### src/verilog/ppu_pkg.sv
`default_nettype none

package ppu_pkg;

    // ~~~~~~~~~~~~~~~~~~~~~~~~~~~~~~~~~~~~~~~~~~~~~~~~~~~~~~~~~~~~~~~~~~~~~~~~~
    // Widths fixed by the display format
    typedef logic [14:0] color_t;
    typedef logic [7:0]  pal_index_t;
    typedef logic [8:0]  pal_addr_t;       // {sprite flag, index}
    typedef logic [7:0]  pal_word_addr_t;  // Color address without bit 0
    typedef logic [1:0]  prio_t;           // Lower is in front
    typedef logic [2:0]  layer_id_t;
    typedef logic [4:0]  layer_mask_t;     // BG0..BG3 in 3:0, OBJ in 4

    localparam layer_id_t LAYER_BG0      = 3'd0;
    localparam layer_id_t LAYER_BG1      = 3'd1;
    localparam layer_id_t LAYER_BG2      = 3'd2;
    localparam layer_id_t LAYER_BG3      = 3'd3;
    localparam layer_id_t LAYER_OBJ      = 3'd4;
    localparam layer_id_t LAYER_BACKDROP = 3'd5;

    localparam logic [1:0] OBJ_MODE_WINDOW = 2'd2;

    // ~~~~~~~~~~~~~~~~~~~~~~~~~~~~~~~~~~~~~~~~~~~~~~~~~~~~~~~~~~~~~~~~~~~~~~~~~
    // Candidate entries
    typedef struct packed {
        logic       valid;
        layer_id_t  layer;
        prio_t      prio;
        pal_index_t index;
        logic [1:0] mode;   // Sprite mode, 2 is window only
    } layer_entry_t;

    typedef struct packed {
        layer_entry_t bg;
        layer_entry_t obj;
    } candidate_t;

    localparam layer_entry_t BACKDROP_ENTRY = '{
        valid: 1'b1,
        layer: LAYER_BACKDROP,
        prio:  2'd3,
        index: 8'd0,
        mode:  2'd0
    };

    // ~~~~~~~~~~~~~~~~~~~~~~~~~~~~~~~~~~~~~~~~~~~~~~~~~~~~~~~~~~~~~~~~~~~~~~~~~
    // Window and display control registers
    typedef struct packed {
        logic [7:0] start;
        logic [7:0] stop;   // Exclusive
    } win_bound_t;

    typedef struct packed {
        logic        effects;
        layer_mask_t layers;
    } win_group_t;

    typedef struct packed {
        logic objwin_en;
        logic win1_en;
        logic win0_en;
    } disp_ctrl_t;

    typedef struct packed {
        win_group_t win1;
        win_group_t win0;
    } win_in_t;

    typedef struct packed {
        win_group_t objwin;
        win_group_t outside;
    } win_out_t;

    typedef struct packed {
        disp_ctrl_t ctrl;
        win_bound_t win0_h;
        win_bound_t win0_v;
        win_bound_t win1_h;
        win_bound_t win1_v;
        win_in_t    win_in;
        win_out_t   win_out;
    } display_regs_t;

    typedef struct packed {
        color_t    color0;
        color_t    color1;
        layer_id_t layer0;
        layer_id_t layer1;
        logic      effects;
    } pixel_result_t;

endpackage

`default_nettype wire
### src/verilog/layer_priority.sv
`timescale 1ns/1ps
`default_nettype none

module layer_priority (
    input  logic                  clk,
    input  logic                  reset,
    input  logic                  cand_valid,
    input  logic                  pixel_start,
    input  logic                  pixel_end,
    input  ppu_pkg::candidate_t   cand,
    input  ppu_pkg::layer_mask_t  mask,
    input  logic                  effects,
    output ppu_pkg::layer_entry_t top,
    output ppu_pkg::layer_entry_t bottom,
    output logic                  effects_hold
);
    import ppu_pkg::*;

    layer_entry_t top_q;
    layer_entry_t bot_q;
    layer_entry_t base_top;
    layer_entry_t base_bot;
    logic         restart;
    logic         bg_vis;
    logic         obj_vis;
    logic         bg_over_obj;
    logic         bg_top;
    logic         obj_top;
    logic         bg_bot;
    logic         obj_bot;
    logic         effects_q;

    // Lower key is further front, OBJ wins a priority tie
    function automatic logic [4:0] sort_key(input layer_entry_t e);
        logic [2:0] rank;
        rank = (e.layer == LAYER_OBJ) ? 3'd0 : e.layer + 3'd1;
        return {e.prio, rank};
    endfunction

    function automatic logic visible(input layer_entry_t e, input layer_mask_t m);
        logic enabled;
        enabled = (e.layer == LAYER_OBJ) ? m[LAYER_OBJ] : m[e.layer[1:0]];
        return e.valid && (e.mode != OBJ_MODE_WINDOW) && enabled;
    endfunction

    // ~~~~~~~~~~~~~~~~~~~~~~~~~~~~~~~~~~~~~~~~~~~~~~~~~~~~~~~~~~~~~~~~~~~~~~~~~
    // Compare stage
    assign restart  = cand_valid && pixel_start;
    assign base_top = restart ? BACKDROP_ENTRY : top_q;   // New pixel starts on backdrop
    assign base_bot = restart ? BACKDROP_ENTRY : bot_q;

    assign bg_vis      = cand_valid && visible(cand.bg, mask);
    assign obj_vis     = cand_valid && visible(cand.obj, mask);
    assign bg_over_obj = sort_key(cand.bg) < sort_key(cand.obj);

    assign bg_top  = bg_vis  && (sort_key(cand.bg)  < sort_key(base_top));
    assign obj_top = obj_vis && (sort_key(cand.obj) < sort_key(base_top));
    assign bg_bot  = bg_vis  && (sort_key(cand.bg)  < sort_key(base_bot));
    assign obj_bot = obj_vis && (sort_key(cand.obj) < sort_key(base_bot));

    // ~~~~~~~~~~~~~~~~~~~~~~~~~~~~~~~~~~~~~~~~~~~~~~~~~~~~~~~~~~~~~~~~~~~~~~~~~
    // Merge into the held pair, outputs bypass the register
    always_comb begin
        if (bg_top && obj_top) begin
            top    = bg_over_obj ? cand.bg  : cand.obj;
            bottom = bg_over_obj ? cand.obj : cand.bg;
        end else if (bg_top) begin
            top    = cand.bg;
            bottom = base_top;   // Old top pushed down
        end else if (obj_top) begin
            top    = cand.obj;
            bottom = base_top;
        end else begin
            top = base_top;
            if (bg_bot && obj_bot) begin
                bottom = bg_over_obj ? cand.bg : cand.obj;
            end else if (bg_bot) begin
                bottom = cand.bg;
            end else if (obj_bot) begin
                bottom = cand.obj;
            end else begin
                bottom = base_bot;
            end
        end
    end

    always_ff @(posedge clk) begin
        if (reset) begin
            top_q     <= BACKDROP_ENTRY;
            bot_q     <= BACKDROP_ENTRY;
            effects_q <= 1'b0;
        end else if (cand_valid) begin
            top_q <= top;
            bot_q <= bottom;
            if (pixel_end) begin
                effects_q <= effects;
            end
        end
    end

    assign effects_hold = (cand_valid && pixel_end) ? effects : effects_q;

endmodule

`default_nettype wire

### config.mk
export PLATFORM = sky130hd
export DESIGN_NAME = layer_priority
export DESIGN_NICKNAME = d
export VERILOG_FILES = /design/src/verilog/ppu_pkg.sv /design/src/verilog/layer_priority.sv
export SDC_FILE = /design/constraint.sdc
export NUM_CORES = 1
export LEC_CHECK = 0
export BUFFER_PORTS_ARGS = -buffer_cell sky130_fd_sc_hd__buf_2
export CAP_MARGIN = 20
export CELL_PAD_IN_SITES_DETAIL_PLACEMENT = 1
export CELL_PAD_IN_SITES_GLOBAL_PLACEMENT = 1
export CORE_MARGIN = 4
export CORE_UTILIZATION = 39
export CTS_BUF_LIST = sky130_fd_sc_hd__clkbuf_4 sky130_fd_sc_hd__clkbuf_8
export DETAILED_ROUTE_END_ITERATION = 7
export MAX_ROUTING_LAYER = met4
export PLACE_DENSITY = 0.8
export SYNTH_ARGS = -nofsm -noshare
export SYNTH_HDL_FRONTEND = slang
export SYNTH_SLANG_ARGS = --single-unit
### constraint.sdc
create_clock -name clk -period 4.05 [get_ports clk]
set_clock_uncertainty 0.05 [all_clocks]
set_input_delay 0.405 -clock clk [delete_from_list [all_inputs] [get_ports clk]]
set_output_delay 0.405 -clock clk [all_outputs]
set_load 0.03 [all_outputs]
==> results of run 1 <==
## worst max-delay path: cells and delay by family
| family | cells | cell delay, ns |
|---|---|---|
| and+or+nand+nor | 4 | 0.89 |
| buffers and inverters | 5 | 0.81 |
| AOI/OAI and AO/OA | 5 | 0.87 |
| adders and majority gates | 2 | 0.37 |
| xor gates and xnor gates | 1 | 0.24 |
## cells in the mapped netlist (2+ instances only)
| master | n | area (um2) |
|---|---|---|
| or3_1 | 7 | 43.79 |
| or2_2 | 3 | 18.77 |
| o22ai_1 | 2 | 12.51 |
| nor3_1 | 5 | 25.02 |
| nand3_1 | 3 | 15.01 |
| o311ai_0 | 2 | 17.52 |
| a22oi_2 | 2 | 25.02 |
| a22o_1 | 3 | 26.28 |
| a211oi_1 | 13 | 97.59 |
| o21bai_1 | 2 | 15.01 |
| nand2b_1 | 2 | 12.51 |
| a2111oi_1 | 3 | 30.03 |
| o21ai_0 | 5 | 25.02 |
| dfxtp_1 | 33 | 660.6 |
| clkbuf_1 | 5 | 18.77 |
| a21o_1 | 7 | 52.55 |
| nor2_1 | 48 | 180.2 |
| o2111a_1 | 2 | 22.52 |
| a21boi_0 | 2 | 15.01 |
| o31ai_1 | 7 | 52.55 |
| nand2_1 | 10 | 37.54 |
| buf_2 | 12 | 60.06 |
| mux2_2 | 3 | 33.78 |
| nor3_2 | 2 | 20.02 |
| a222oi_1 | 10 | 100.1 |
| o211ai_1 | 3 | 22.52 |
| mux2i_1 | 9 | 90.09 |
| o21a_1 | 4 | 30.03 |
| o21ai_1 | 3 | 15.01 |
| ha_1 | 27 | 337.8 |
| a2111oi_2 | 5 | 75.07 |
| nand3b_1 | 2 | 15.01 |
| a221o_1 | 5 | 50.05 |
| a21oi_1 | 34 | 170.2 |
| a21oi_2 | 4 | 35.03 |
| a221oi_1 | 13 | 113.9 |
| buf_4 | 3 | 22.52 |
| o2111ai_1 | 3 | 26.28 |
| inv_1 | 30 | 112.6 |
| or2_1 | 4 | 25.02 |
## cell families after synthesis
logic type	after synthesis	share of synthesized area, %
and+or+nand+nor	93	15.59
DFF	33	22.18
adders and majority gates	27	11.34
muxes	12	4.160
buffers and inverters	51	7.311
xor gates and xnor gates	2	0.8405
AOI/OAI and AO/OA	143	38.57
## metal layers
metal | share of wire, % | wire, um
met5 | 0 | 0
met4 | 2.1 | 280
met3 | 7.8 | 1066
met2 | 49 | 6712
met1 | 41 | 5575
## flip-flops by register name, indices dropped and copies added (netlist names)
signal,count
bot_q,16
top_q,16
effects_q,1
## through the flow
step	setup WS (ns)	power [mW]	TNS, ns
after CTS	0.01190	1.402	0
after detailed placement	-0.03352	1.124	-0.1402
after floorplan	0.01767	0.8492	0
after global routing	-0.09185	1.567	-1.509
final	-0.003933	1.496	-0.007943
after global placement	0.07990	1.103	0
## power by group through the flow
stage	clock network (mW)	registers (mW)	logic (mW)
finish	0.256	0.374	0.866
global route	0.275	0.377	0.915
CTS	0.259	0.372	0.771
detailed placement	0	0.379	0.746
global placement	0	0.378	0.726
floorplan	0	0.374	0.476
## final timing paths
kind                                 start        end  slack (ns)
worst max-delay path            cand_valid  bottom[5]      -0.004
worst min-delay path              cand[24]   top_q[8]        0.38
worst max register to register   top_q[12]  top_q[14]        0.67
worst min register to register   bot_q[15]  bot_q[15]        0.48
## final cells by class
type / instances / area, um2 / area share (%)
well taps: 99 / 123.9 / 2.889
multi-input cells: 277 / 2355 / 54.92
clock inverters: 3 / 17.52 / 0.4085
clock buffers: 5 / 68.82 / 1.605
inverters: 30 / 112.6 / 2.626
flip-flops and latches: 33 / 660.6 / 15.41
repair buffers: 140 / 949.7 / 22.15
## repair_timing
action / CTS / global route
hold buffers: 0 / 0
cloned: 0 / 0
gates resized for setup: 12 / 61
pin swaps: 2 / 20
setup endpoints to repair: 17 / 31
buffers inserted: 1 / 12
==> impl_metrics.tcl, run 1 <==
set metrics [dict create \
    peakVddDrop_v 0.0001741 \
    initialDrtViolationCount 327 \
    ys_ff_latch 33 \
    diodes 0 \
    cts_tree "built" \
    fmax_mhz 246.7 \
    drive_gt1_share_pct 44.88 \
    root_buffer "clkbuf_8" \
    finalSetupViolCount 3 \
    reg2regPathDepth 15 \
    busiest_layer "met2" \
    met2_usage_pct 44.43 \
    dr.pass1.iters 5 \
    die_h_um 95.38 \
    yosysWarnings 0 \
    power_density_mw_per_mm2 349.0 \
    critPathArrivalTime_ns 3.60 \
    layout_commonest_cell "buf_4" \
    die_x_um 95.38 \
    synthesis.area_mm2 0.002978 \
    final_util_pct 58.49 \
    power.share.sequential_pct 25.0 \
    finalWorstSetupSlack_ns -0.003933 \
    ios 76 \
    clock_latency_ns 0.29 \
    via_count 3693 \
    hold_viol_final 0 \
    grt_pass1_vias 3536 \
    grt-ovfl-total 0 \
    grtUsageMet1_pct 34.85 \
    min_path_type "input pin to register" \
    synth-seq-area-share_pct 22.18 \
    grtUsageMet3_pct 4.420 \
    syn_inst 361 \
    startpoint_type "input pin" \
    grt_pass1_wl_um 18600 \
    tightest_slew_ns 0.6701 \
    drcViolationCount 0 \
    grt_use_total_pct 27.52 \
    clkTransAtPathRegs_ns 0.08 \
    dpl.hpwl_um 9011 \
    cp_data_required_time_ns 3.60 \
    post_dp_cell_area_mm2 0.003827 \
    final_area_mm2 0.004288 \
    yosys.cell_types.count 59 \
    dp_cells 566 \
    leakage_nw 1.980 \
    power.switching_mw 0.6750 \
    comb_power_share_pct 57.9 \
    rows 31 \
    final_nets 557 \
    finalCriticalPeriod_ns 4.054 \
    start_util_pct 40.62 \
    synth-main-ff-cell "dfxtp_1" \
    fillers 878 \
    drv_cap 0 \
    fp.dieArea_mm2 0.009097 \
    ant_nets 0 \
    numPortBuffers 75 \
    antenna_found_initial 0 \
    whs_path_depth 3 \
    final_max_slew_viol_count 0 \
    avgSynthCellArea_um2 8.249 \
    crit_chain "buf_2, and2_4, nor2_4, inv_2, ha_4, nor3_4, a21oi_2, ha_2, or3_4, o31ai_4, o2111ai_4, buf_4, xor2_4, buf_4, a21oi_1, a211oi_2, buf_4" \
    synth_fp_nets 431 \
    critPathMaxFanout 7 \
    wl_um 13630 \
    fin_crit_sh_pct 100.1 \
    cts.path.max_buffers 2 \
    whs_ns 0.3795 \
    avgRoutedWirePerCell_um 23.23 \
    synthArstFlopShare_pct 0 \
    viasPerCell 6.291 \
    cp_common_cell "buf_4" \
    relSlewSlack_pct 55.33 \
    cts_buffers 5 \
    synth_edf_count 0 \
    cp_slowest_stage_delay_ns 0.40 \
    grt_max_degree 34 \
    critPathCaptureType "output pin" \
    cts_num_sinks 33 \
    critical_path_class "input pin to output pin" \
    htree_levels 2 \
    syn2layout_area_growth_pct 43.99 \
    p_int_mw 0.8213 \
    gp_congestion 0.9489 \
    status "finished, violations left" \
    stdcell_count 587 \
    final_cell_mix "buf_4, buf_2, nor2_1" \
    violations "setup timing" \
    slowest_stage "or3_4" \
    p_clk_share_pct 17.1 \
    swShare_pct 45.11 \
    coreArea_mm2 0.007331 \
]
No activity file was read; power rests on OpenSTA's default activity.
==> run 2, diff against run 1 <==
--- a/config.mk
+++ b/config.mk
@@ -5,6 +5,7 @@
 export SDC_FILE = /design/constraint.sdc
 export NUM_CORES = 1
 export LEC_CHECK = 0
+export ABC_AREA = 1
 export BUFFER_PORTS_ARGS = -buffer_cell sky130_fd_sc_hd__buf_2
 export CAP_MARGIN = 20
 export CELL_PAD_IN_SITES_DETAIL_PLACEMENT = 1
@@ -14,7 +15,7 @@
 export CTS_BUF_LIST = sky130_fd_sc_hd__clkbuf_4 sky130_fd_sc_hd__clkbuf_8
 export DETAILED_ROUTE_END_ITERATION = 7
 export MAX_ROUTING_LAYER = met4
-export PLACE_DENSITY = 0.8
+export PLACE_DENSITY = 0.84
 export SYNTH_ARGS = -nofsm -noshare
 export SYNTH_HDL_FRONTEND = slang
 export SYNTH_SLANG_ARGS = --single-unit
==> constraint.sdc (replaced) <==
create_clock -name clk -period 4.05 [get_ports clk]
set_clock_uncertainty 0.05 [all_clocks]
set_input_delay 0.2025 -clock clk [delete_from_list [all_inputs] [get_ports clk]]
set_output_delay 0.2025 -clock clk [all_outputs]
set_load 0.03 [all_outputs]
==> impl_metrics.tcl, run 2 <==
set metrics [dict create \
    via_count 4733 \
    final_nets 790 \
    tns_ns 0 \
    wl_um 14950 \
    critPathMaxFanout 16 \
    yosysMostFrequentCell "nand2_1" \
    dr.pass1.iters 5 \
    synthMuxAreaShare_pct 0 \
    final_max_slew_viol_count 0 \
    tightest_slew_ns 0.5538 \
    synthesis.area_mm2 0.003700 \
    initialDrtViolationCount 294 \
    post-cts-setup-buffers 0 \
    synth-main-ff-cell "dfxtp_1" \
    clkTransAtPathRegs_ns 0.08 \
    htree_levels 2 \
    peakVddDrop_v 0.0001440 \
    start_util_pct 40.04 \
    startpoint_type "input pin" \
    syn2layout_area_growth_pct 16.67 \
    reg2regPathDepth 15 \
    synth_edf_count 0 \
    cts_buffers 5 \
    yosys.cell_types.count 36 \
    yosys-top-cells-count "nand2_1, nand3_1, inv_1, nor2_1" \
    root_buffer "clkbuf_8" \
    final_util_pct 46.72 \
    ant_nets 0 \
    grt_pass1_vias 4933 \
    synth_fa_ha_area_share_pct 9.131 \
    grt_max_degree 30 \
    finalCriticalPeriod_ns 3.679 \
    grt_setup_unrepaired "false" \
    synth_top_family_by_area "simple AND/OR/NAND/NOR gates" \
    post_dp_cell_area_mm2 0.004230 \
    synth-seq-area-share_pct 17.86 \
    finalSetupViolCount 0 \
    cts.path.max_buffers 2 \
    die_h_um 105.4 \
    grt_use_total_pct 26.86 \
    coreArea_mm2 0.009240 \
    whs_path_depth 3 \
    synth-compound-area-share_pct 13.90 \
    ys_ff_latch 33 \
    synth_top_area_share_pct 23.03 \
    gp_congestion 0.9423 \
    antenna_found_initial 0 \
    synthArstFlopShare_pct 0 \
    drcViolationCount 0 \
    final_area_mm2 0.004317 \
    fmax_mhz 271.8 \
    power_density_mw_per_mm2 325.6 \
    die_x_um 105.4 \
    grt-ovfl-total 0 \
    yosysWarnings 0 \
    fp.dieArea_mm2 0.01111 \
    grt_pass1_wl_um 23690 \
    critPathCaptureType "output pin" \
    syn_inst 648 \
    cts_tree "built" \
    avgSynthCellArea_um2 5.710 \
    hold_buffers 0 \
    min_path_type "input pin to register" \
    critPathArrivalTime_ns 3.43 \
    clock_latency_ns 0.29 \
    status "completed" \
    ios 76 \
    dpl.hpwl_um 11370 \
    numPortBuffers 75 \
    rows 35 \
    cts_num_sinks 33 \
    yosys.area_share.simple_pct 47.35 \
    drive_gt1_share_pct 18.59 \
    avgRoutedWirePerCell_um 17.59 \
    relSlewSlack_pct 63.04 \
    cp_data_required_time_ns 3.80 \
    synth-xor-area-share_pct 0.2367 \
    fin_crit_sh_pct 90.84 \
    hold_viol_final 0 \
    ctsResizeCount 0 \
    yosysTopAreaCell "nand2_1" \
    drv_cap 0 \
    synth_fp_nets 718 \
    viasPerCell 5.568 \
    synth_area_leaders "nand2_1, dfxtp_1, nand3_1" \
    top_regs "bot_q: 16 flops, top_q: 16 flops, effects_q: 1 flops" \
    layout_commonest_cell "nand2_1" \
    critical_path_class "input pin to output pin" \
    leakage_nw 2.355 \
    diodes 0 \
    final_cell_mix "nand2_1, nand3_1, buf_2" \
]
-- run 2: layout make-up --
class                      count  area (um2)
clock buffer                   6       76.32
clock inverter                 2       10.01
fill                        1351        4923
inverter                      70       265.3
multi-input combinational    516        2613
sequential                    33       660.6
tap                          129       161.4
timing repair buffer          94       530.5
-- run 2: worst max-delay path, stage by stage --
cell and delay (ns):
buf_2 0.13, nand2_2 0.28, inv_4 0.14, nor2_8 0.13
inv_1 0.07, ha_1 0.18, o21ai_0 0.14, o21ai_0 0.15
ha_1 0.33, a21oi_1 0.06, or2_2 0.31, nand3_2 0.11
nor2_4 0.04, buf_4 0.19, nor2_4 0.43, nand4_1 0.18
nand2_1 0.12, nand2_1 0.05, buf_2 0.17
-- run 2: metrics by stage --
stage               worst slack (ns)  instances  power, mW  hold WS (ns)
floorplan                      1.005        648     0.8924        0.3023
global placement              0.5470        842      1.098        0.4234
detailed placement            0.4095        842      1.133        0.4203
CTS                           0.3918        850      1.404        0.2375
global route                 0.06624        850      1.495        0.2578
finish                        0.3712        850      1.405        0.2411
-- run 2: logic make-up after synthesis --
family | count (synthesis)
AND/OR/NAND/NOR | 395
buffers and inverters | 99
AO/OA/AOI/OAI | 93
flip-flops | 33
adder cells (fa/ha/maj) | 27
XOR/XNOR | 1
-- run 2: path summary, 6_finish.rpt --
kind / end / slack, ns / startpoint
setup / recovery: bottom[2] / 0.37 / cand_valid
hold / removal: top_q[14] / 0.24 / cand[14]
setup reg to reg: bot_q[2] / 1.00 / top_q[12]
hold reg to reg: top_q[15] / 0.46 / top_q[15]
-- run 2: per-layer routing --
metal | wire length, um | track usage [%] | vias to the layer above
met3 | 891 | 3.674 | 43
met5 | 0 | - | -
li1 | - | - | 2248
met4 | 430 | 9.841 | 0
met1 | 6403 | 31.90 | 2260
met2 | 7228 | 46.22 | 182
-- run 2: power by group --
part / switching (mW) / leakage [nW] / internal, mW
Combinational: 0.531 / 2.04 / 0.233
Sequential: 0.0133 / 0.270 / 0.358
Clock: 0.145 / 0.0484 / 0.126
==> run 3, diff against run 2 <==
--- a/config.mk
+++ b/config.mk
@@ -10,6 +10,7 @@
 export CAP_MARGIN = 20
 export CELL_PAD_IN_SITES_DETAIL_PLACEMENT = 1
 export CELL_PAD_IN_SITES_GLOBAL_PLACEMENT = 1
+export CORE_ASPECT_RATIO = 0.5
 export CORE_MARGIN = 4
 export CORE_UTILIZATION = 39
 export CTS_BUF_LIST = sky130_fd_sc_hd__clkbuf_4 sky130_fd_sc_hd__clkbuf_8
==> impl_metrics.tcl, run 3 (synthesis gave the netlist of run 2 again) <==
set metrics [dict create \
    status "completed" \
    drive_gt1_share_pct 17.90 \
    layout_commonest_cell "nand2_1" \
    tightest_slew_ns 0.7839 \
    htree_levels 2 \
    p_clk_share_pct 21.2 \
    reg2reg_from "bot_q[12]" \
    top_regs "bot_q: 16 flops, top_q: 16 flops, effects_q: 1 flops" \
    dr.pass1.iters 4 \
    relSlewSlack_pct 47.69 \
    worstPathBufferInverterCount 3 \
    fp.dieArea_mm2 0.01120 \
    peakVddDrop_v 0.0001344 \
    tns_ns 0 \
    syn2layout_area_growth_pct 15.12 \
    drcViolationCount 0 \
    leakage_nw 2.328 \
    viasPerCell 5.597 \
    die_x_um 145.7 \
    cp_slowest_stage_delay_ns 0.45 \
    cts_num_sinks 33 \
    drv_cap 0 \
    grt-ovfl-total 0 \
    grt_max_degree 27 \
    rows 24 \
    critPathMaxFanout 16 \
    power.switching_mw 0.6849 \
    hold_buffers 0 \
    numPortBuffers 75 \
    clock_latency_ns 0.30 \
    root_buffer "clkbuf_8" \
    startpoint_type "register" \
    critPathCaptureType "output pin" \
    die_h_um 76.87 \
    whs_path_depth 5 \
    wl_um 14420 \
    finalSetupViolCount 0 \
    fin_crit_sh_pct 94.29 \
    cts.path.max_buffers 2 \
    finalCriticalPeriod_ns 3.819 \
    cp_num_cells 18 \
    grt_pass1_wl_um 23270 \
    antenna_found_initial 0 \
    power.share.sequential_pct 25.9 \
    comb_power_share_pct 53.0 \
    cts_buffers 5 \
    diodes 0 \
    ctsResizeCount 0 \
    coreArea_mm2 0.008979 \
    final_util_pct 47.44 \
    cp_data_required_time_ns 3.80 \
    critical_path_class "register to output pin" \
    dpl.hpwl_um 10560 \
    critPathArrivalTime_ns 3.57 \
    start_util_pct 41.21 \
    grt_setup_unrepaired "false" \
    hold_viol_final 0 \
    via_count 4657 \
    swShare_pct 48.17 \
    hold_start "effects" \
    power_mw 1.422 \
    grt_pass1_vias 4542 \
    power_density_mw_per_mm2 333.8 \
    timing.critical_path.from "bot_q[12]" \
    crit_chain "a21oi_2, inv_1, ha_1, xnor2_1, nand2_1, ha_1, nand2_1, a21oi_1, nor2_1, nand2_1, nor2_1, inv_1, nor2_2, nand2_1, nand3_1, nand2_1, nand3_1, buf_2" \
    cp_common_cell "nand2_1" \
    min_path_type "input pin to register" \
    critical_path.top_delay_family "simple AND/OR/NAND/NOR gates" \
    post-cts-setup-buffers 0 \
    grt_use_total_pct 25.98 \
    clkTransAtPathRegs_ns 0.07 \
    initialDrtViolationCount 371 \
    dp_cells 824 \
    ios 76 \
    gp_congestion 0.9239 \
    stdcell_count 832 \
    reg2regPathDepth 17 \
    final_nets 784 \
    p_int_mw 0.7370 \
    slowest_stage "nor2_2" \
    avgRoutedWirePerCell_um 17.34 \
    final_max_slew_viol_count 0 \
    final_cell_mix "nand2_1, nand3_1, buf_2" \
    fmax_mhz 261.9 \
    ant_nets 0 \
    cts_tree "built" \
]
==> run 3: worst paths after layout <==
path           endpoint  slack (ns)
min           effects_q        0.25
min reg2reg   top_q[15]        0.49
max reg2reg    bot_q[0]        0.83
max          bottom[12]        0.23
==> run 3: area by class of cell <==
type | instances | area (um2)
flip-flops and latches | 33 | 660.6
well taps | 117 | 146.4
clock inverters | 1 | 5.005
repair buffers | 88 | 473.0
clock buffers | 7 | 96.34
fillers | 1338 | 4720
multi-input cells | 516 | 2613
inverters | 70 | 265.3
==> run 3: power groups by stage <==
stage / clock [mW] / sequential [mW] / combinational, mW
6_report: 0.301 / 0.368 / 0.753
5_1_grt: 0.321 / 0.371 / 0.833
4_1_cts: 0.305 / 0.368 / 0.748
3_5_place_dp: 0 / 0.375 / 0.743
3_3_place_gp: 0 / 0.375 / 0.721
2_1_floorplan: 0 / 0.373 / 0.519
==> run 3: metal layers <==
metal | vias up | wire [um] | GRT usage, %
met5 | - | 0 | -
met2 | 170 | 6478 | 41.55
met4 | 0 | 170 | 4.735
li1 | 2234 | - | -
met3 | 17 | 1145 | 4.181
met1 | 2236 | 6629 | 35.12
==> run 3: metrics by stage <==
step | hold WS [ns] | cell area, um2 | worst slack, ns
global placement | 0.4337 | 4158 | 0.5974
floorplan | 0.3023 | 3700 | 1.005
CTS | 0.2330 | 4259 | 0.2423
finish | 0.2458 | 4259 | 0.2314
global route | 0.2781 | 4259 | 0.001639
detailed placement | 0.4220 | 4158 | 0.4655
==> run 3: worst register-to-register path, cell delays in order (launching register included) <==
cell and delay, ns:
dfxtp_1 0.31, a21oi_2 0.26, inv_1 0.09, ha_1 0.20
xnor2_1 0.15, nand2_1 0.14, ha_1 0.32, nand2_1 0.06
a21oi_1 0.05, nor2_1 0.08, nand2_1 0.06, nor2_1 0.14
inv_1 0.36, nor2_2 0.46, nand2_1 0.11, nand3_1 0.10
nand2_1 0.07, a21oi_1 0.15
